<file path="src/dcache_axi_params.svh">
`ifndef DCACHE_AXI_PARAMS_SVH
`define DCACHE_AXI_PARAMS_SVH

// bus widths
`define ADDR_WIDTH 32
`define AXI_DATA_WIDTH 32
`define AXI_ID_WIDTH 4

// slave word array, only the low word-address bits index it
`define MEM_WORDS 256

// cycles from accepting a request to its response
`define MEM_LATENCY 3

// longest run of ready low before the master counts as stuck
`define STUCK_LIMIT 3000

`endif

</file>
<file path="src/dcache_axi_pkg.sv">
`include "dcache_axi_params.svh"

package dcache_axi_pkg;

    // byte address
    typedef logic [`ADDR_WIDTH-1:0] addr_t;

    // one bus word and its byte enables
    typedef logic [`AXI_DATA_WIDTH-1:0] data_t;
    typedef logic [`AXI_DATA_WIDTH/8-1:0] strb_t;

    typedef logic [`AXI_ID_WIDTH-1:0] axi_id_t;

    typedef logic [2:0] axi_size_t;  // log2 of bytes per beat
    typedef logic [3:0] axi_cache_t;  // bit 0 is bufferable

endpackage

</file>
<file path="src/set_clr_reg_with_rst.sv">
module set_clr_reg_with_rst #(
    parameter bit SET_OVER_CLR = 1'b0,
    parameter bit RST_VALUE = 1'b0
) (
    input  logic clk,
    input  logic rst,
    input  logic set,
    input  logic clr,
    output logic result
);

    always_ff @(posedge clk) begin
        if (rst) begin
            result <= RST_VALUE;
        end else if (SET_OVER_CLR) begin
            if (set)
                result <= 1'b1;
            else if (clr)
                result <= 1'b0;
        end else begin
            // clear has priority
            if (clr)
                result <= 1'b0;
            else if (set)
                result <= 1'b1;
        end
    end

endmodule

</file>
<file path="src/axi_dcache_master.sv">
`include "dcache_axi_params.svh"

module axi_dcache_master #(
    parameter int ID = 0
) (
    input  logic                       clk,
    input  logic                       rst,

    input  logic                       new_request,
    input  logic                       we,
    input  logic                       uncached,
    input  dcache_axi_pkg::addr_t      addr,
    input  dcache_axi_pkg::axi_size_t  size,
    input  dcache_axi_pkg::data_t      data_in,
    input  dcache_axi_pkg::strb_t      wstrb,
    output logic                       ready_out,
    output logic                       rvalid_out,
    output logic                       wvalid_out,
    output dcache_axi_pkg::data_t      data_out,

    // read address
    output logic                       arvalid,
    input  logic                       arready,
    output dcache_axi_pkg::addr_t      araddr,
    output dcache_axi_pkg::axi_size_t  arsize,
    output dcache_axi_pkg::axi_cache_t arcache,
    output dcache_axi_pkg::axi_id_t    arid,
    output logic [7:0]                 arlen,
    output logic [1:0]                 arburst,

    // write address
    output logic                       awvalid,
    input  logic                       awready,
    output dcache_axi_pkg::addr_t      awaddr,
    output dcache_axi_pkg::axi_size_t  awsize,
    output dcache_axi_pkg::axi_cache_t awcache,
    output dcache_axi_pkg::axi_id_t    awid,
    output logic [7:0]                 awlen,
    output logic [1:0]                 awburst,

    // write data
    output logic                       wvalid,
    input  logic                       wready,
    output dcache_axi_pkg::data_t      wdata,
    output dcache_axi_pkg::strb_t      wstrb_o,
    output logic                       wlast,

    // responses
    input  logic                       rvalid,
    output logic                       rready,
    input  dcache_axi_pkg::data_t      rdata,
    input  dcache_axi_pkg::axi_id_t    rid,
    input  logic                       bvalid,
    output logic                       bready,
    input  dcache_axi_pkg::axi_id_t    bid
);
    import dcache_axi_pkg::*;

    localparam axi_id_t MY_ID = axi_id_t'(ID);
    localparam int CNT_W = $clog2(`STUCK_LIMIT + 2);

    logic             ready;
    logic             rd_ours;
    logic             wr_ours;
    logic [CNT_W-1:0] not_ready_cnt;

    assign rd_ours = rvalid && (rid == MY_ID);
    assign wr_ours = bvalid && (bid == MY_ID);

    assign arid = MY_ID;
    assign awid = MY_ID;
    assign arlen = 8'd0;  // single beat
    assign awlen = 8'd0;
    assign arburst = 2'b01;
    assign awburst = 2'b01;
    assign wlast = wvalid;
    assign rready = 1'b1;  // responses always taken
    assign bready = 1'b1;

    always_ff @(posedge clk) begin
        if (new_request) begin
            araddr  <= addr;
            arsize  <= size;
            arcache <= uncached ? 4'b0000 : 4'b1111;
            awaddr  <= addr;
            awsize  <= size;
            awcache <= uncached ? 4'b0000 : 4'b0011;  // cached writes are bufferable
            wdata   <= data_in;
            wstrb_o <= wstrb;
        end
    end

    // busy from the request edge until our response is back
    set_clr_reg_with_rst #(
        .SET_OVER_CLR(1'b0),
        .RST_VALUE(1'b1)
    ) u_ready_reg (
        .clk,
        .rst,
        .set(rd_ours || wr_ours),
        .clr(new_request),
        .result(ready)
    );
    assign ready_out = ready;

    set_clr_reg_with_rst #(
        .SET_OVER_CLR(1'b1),
        .RST_VALUE(1'b0)
    ) u_arvalid_reg (
        .clk,
        .rst,
        .set(new_request && !we),
        .clr(arready),
        .result(arvalid)
    );

    set_clr_reg_with_rst #(
        .SET_OVER_CLR(1'b1),
        .RST_VALUE(1'b0)
    ) u_awvalid_reg (
        .clk,
        .rst,
        .set(new_request && we),
        .clr(awready),
        .result(awvalid)
    );

    set_clr_reg_with_rst #(
        .SET_OVER_CLR(1'b1),
        .RST_VALUE(1'b0)
    ) u_wvalid_reg (
        .clk,
        .rst,
        .set(new_request && we),
        .clr(wready),
        .result(wvalid)
    );

    always_ff @(posedge clk) begin
        if (rst) begin
            rvalid_out <= 1'b0;
            wvalid_out <= 1'b0;
        end else begin
            rvalid_out <= rd_ours;
            wvalid_out <= wr_ours;
        end
    end

    always_ff @(posedge clk) begin
        if (rd_ours)
            data_out <= rdata;
    end

    always_ff @(posedge clk) begin
        if (rst || ready)
            not_ready_cnt <= '0;
        else
            not_ready_cnt <= not_ready_cnt + 1'b1;
    end

    // slave must answer in bounded time
    assert property (@(posedge clk) disable iff (rst)
        not_ready_cnt <= CNT_W'(`STUCK_LIMIT));

    // requester has to wait for ready
    assert property (@(posedge clk) disable iff (rst) new_request |-> ready);

endmodule

</file>
<file path="config.mk">
export PLATFORM = sky130hd
export DESIGN_NAME = axi_dcache_master
export DESIGN_NICKNAME = d
export VERILOG_FILES = /design/src/dcache_axi_pkg.sv /design/src/set_clr_reg_with_rst.sv /design/src/axi_dcache_master.sv
export VERILOG_INCLUDE_DIRS = /design/src
export SDC_FILE = /design/constraint.sdc
export NUM_CORES = 1
export LEC_CHECK = 0
export BUFFER_PORTS_ARGS = -buffer_cell sky130_fd_sc_hd__buf_2
export CAP_MARGIN = 20
export CORE_AREA = 2 2 120 122
export CTS_CLUSTER_DIAMETER = 40
export DETAILED_ROUTE_END_ITERATION = 6
export DIE_AREA = 0 0 122 124
export REMOVE_ABC_BUFFERS = 1
export SYNTH_ARGS = -nofsm -noshare
export SYNTH_HDL_FRONTEND = slang
export SYNTH_SLANG_ARGS = --single-unit
</file>
<file path="constraint.sdc">
create_clock -name clk -period 2.2 [get_ports clk]
set_input_delay 0.11 -clock clk [delete_from_list [all_inputs] [get_ports clk]]
set_output_delay 0.11 -clock clk [all_outputs]
set_load 0.005 [all_outputs]
</file>
# Word level (Yosys, flattened, before mapping)
# Index checks and enable logic that the tools add are counted.
dict set report totals {
  reg_bits 117
  in_bits 121
  output_inout_bits 183
  word_cells 35
}
dict set report op_classes {
  mux 10
  n_reduce_logical 12
}
# cell n
set ops {}
lappend ops {{4-bit logical NOT} 2}
lappend ops {{1-bit two-way mux} 8}
lappend ops {{2-bit nonzero test} 4}
lappend ops {{1-bit logical AND} 4}
lappend ops {{4-bit two-way mux} 1}
lappend ops {{2-bit two-way mux} 1}
lappend ops {{1-bit logical NOT} 1}
lappend ops {{1-bit logical OR} 1}

# Depth between registers and ports, before layout
dict set report logic_depth {
  ltp_word 5
  depth_mapped 3
}

# Cells and area by module
# Synthesis repeated with hierarchy kept, for this count alone.
dict set report hier_totals {
  hier_cells 207
  hier_area_um2 3923.8
}
# module instances cells_each area_each_um2
set modules_own_cells {}
lappend modules_own_cells {axi_dcache_master 1 192 3772.4}
lappend modules_own_cells {{set_clr_reg_with_rst at u_arvalid_reg ...} 3 4 38.8}
lappend modules_own_cells {{set_clr_reg_with_rst at u_ready_reg} 1 3 35.0}

# Least setup slack after synthesis
# Ideal clock, no wire load.
dict set report synth_timing {
  path_kind {in2reg}
  startpoint {input port rid[2]}
  endpoint {register data_out[0] (enable)}
  setup_time_ns 0.387
  arrival_time_ns 1.315
  path_slack_ns 0.498
  stages 3
  path_buffers 0
  cell_sequence {nand2b_1 or4_4 inv_1}
}
dict set report synth_between {
  elab_chain_len 2
}
# element line
set synth_rtl {}
lappend synth_rtl {{start, declared} axi_dcache_master.sv:52} ;# input dcache_axi_pkg::axi_id_t rid,
lappend synth_rtl {{4-bit logical NOT} axi_dcache_master.sv:67} ;# assign rd_ours = rvalid && (rid == MY_ID);
lappend synth_rtl {{1-bit logical AND} axi_dcache_master.sv:67}
lappend synth_rtl {{named net rd_ours} axi_dcache_master.sv:63} ;# logic rd_ours;
lappend synth_rtl {{end signal, assigned} axi_dcache_master.sv:151} ;# data_out <= rdata;
lappend synth_rtl {{end, declared} axi_dcache_master.sv:19} ;# output dcache_axi_pkg::data_t data_out,
# The timed path passes the listed nets, and every way through them passes these cells.
# A chain may end at the register's enable or synchronous reset.

# Worst setup path after layout
dict set report layout_timing {
  startpoint {input port rid[2]}
  endpoint {register data_out[9] (enable)}
}
# The elaborated chain is that of the path after synthesis.

==> flow_summary.ini <==
[sta]
worst_pin_slew_ps = 939
fmax_mhz = 835
finalCriticalPeriod_ps = 1200
period_share = 0.544
hold_viol_final = 0
setup_slack_ps = 1000
grt_setup_unrepaired = false
slew_headroom = 0.374
final-setup-viol-count = 0
finClkSkew_ps = 0
fin_setup_tns_ps = 0
finalMaxSlewViolations = 0

[placed_design]
place_inst = 613
place_ws_ps = 632
dp_hpwl_um = 7010
dpl-instance-area_um2 = 5060
io_buffer_count = 271
gp_congestion = 0.668

[route]
drt_iter0_markers = 80
viasPerCell = 3.88
dr.pass1.iters = 4
drc = 0
drtAntennaViolNets = 0
wire_per_inst_um = 14.1
finalWirelength_um = 10300
vias = 2845

[pwr]
total_power_mw = 4.50
powerDensity_nw_per_um2 = 704
power.leakage_nw = 2.84
ir_drop_v = 0.000396

[layout]
areaGrowthSynthToFinish_pct = 63.5
final_cell_area_um2 = 6390
antennaDiodeCount = 0
drive_gt1_frac = 0.521
final_common_cell = buf_2
layout.cells.non_filler = 733
nNetsFinal = 670
most-common-layout-cells = buf_2, dlygate4sd3_1, edfxtp_1

[worst_hold_path]
hold_path_class = in -> reg
hold-path-cell-count = 3

[clocking]
cts.sinks = 110
ctsResizeCount = 0
htreeDepth = 3
tritoncts = built
cts_hold_buf = 105
clk_path_buf_depth = 2
post_cts_buffers = 0
cts-root-buf = clkbuf_16
cts_buffers = 9
clk_pin_slew_ps = 70
clock_latency_ps = 340

[critical_path]
worstRegToRegCells = 2
crit_type = in -> reg
slowest_delay_ps = 430
cp.required_ps = 2200
crit_path_end_kind = flip-flop
cp.arrival_ps = 1200
slowest_stage = or4_4
worstPathCellList = buf_2 > nand2b_1 > or4_4 > inv_1 > buf_4
path_max_fanout = 32
reg2reg_slack_ps = 1510
startpoint_type = input port

[floorplanning]
ios = 304
start_util = 0.285
die_width_um = 122
die_y_um = 124
die_area_um2 = 15100
fp-row-count = 43
core_area_um2 = 13700

[synth]
yosys_warnings = 0
yosysUniqueCellTypes = 12
synth-seq-cells = 110
syn_area_um2 = 3910
syn-instance-count = 204
postSynthAreaPerCell_um2 = 19.2
synth-seq-area-share = 0.830

[global_routing]
grt_util_met3 = 0.0495
grtUsageTotal = 0.124
grt_pass1_wl_um = 13600
grt_overflow_total = 0
antenna_found_initial = 0
grt_max_degree = 76
use_met1 = 0.112
grt_busiest_layer = met2
grt_pass1_vias = 2729
use_met2 = 0.240

[run]
drv_cap = 0

[run_status]
status = completed
path summary, 6_finish.rpt:
| path | startpoint | end |
|---|---|---|
| setup / recovery | rid[2] | data_out[9] |
| hold / removal | bvalid | wvalid_out |
| setup reg to reg | u_ready_reg.result | u_ready_reg.result |
| hold reg to reg | u_awvalid_reg.result | u_awvalid_reg.result |
metrics by stage:
step | utilization | hold slack (ps)
floorplan | - | 179
global placement | 0.369 | 288
detailed placement | 0.369 | 288
CTS | 0.466 | 14.8
global route | 0.466 | 20.2
finish | 0.466 | 30.3
flip-flops by register name (all words and copies together) (netlist names), 3 cells and up:
signal / cells
awaddr: 32
wstrb_o: 4
wdata: 32
data_out: 32
awsize: 3
cell families after synthesis:
| kind of cell | synth area share |
|---|---|
| AOI/OAI and AO/OA | 0.00800 |
| buffers and inverters | 0.143 |
| DFF | 0.830 |
| other | 0.00192 |
| and+or+nand+nor | 0.0173 |
layout make-up:
type | instances | area (um^2)
Tap cell | 180 | 225
Inverter | 3 | 11.3
Fill cell | 1196 | 7330
Timing Repair Buffer | 377 | 2420
Multi-Input combinational cell | 48 | 219
Sequential cell | 110 | 3240
Clock inverter | 5 | 45.0
Clock buffer | 10 | 229
per-layer routing:
layer | routed length [um] | up-vias
met1 | 3350 | 1315
li1 | - | 1313
met2 | 5680 | 198
met5 | 0 | -
met4 | 214 | 0
met3 | 1080 | 19
where the power goes:
| group | internal [mW] | switching [mW] |
|---|---|---|
| registers | 2.43 | 0.0486 |
| logic | 0.313 | 0.201 |
| clock network | 0.779 | 0.729 |
worst max-delay path: cells and delay by family:
family / cells / cell delay, ps
AND/OR/NAND/NOR: 2 / 550
buffers and inverters: 3 / 520
synthesized netlist by cell type:
master,number,share of area
conb_1,2,0.0019
dfxtp_1,6,0.031
inv_1,3,0.0029
nand2b_1,5,0.0080
a32oi_2,1,0.0042
buf_4,73,0.14
a21oi_1,3,0.0038
nand2_1,2,0.0019
edfxtp_1,104,0.80
nor2_1,3,0.0029
nor4_1,1,0.0016
or4_4,1,0.0029
No activity file was read; power rests on OpenSTA's default activity.
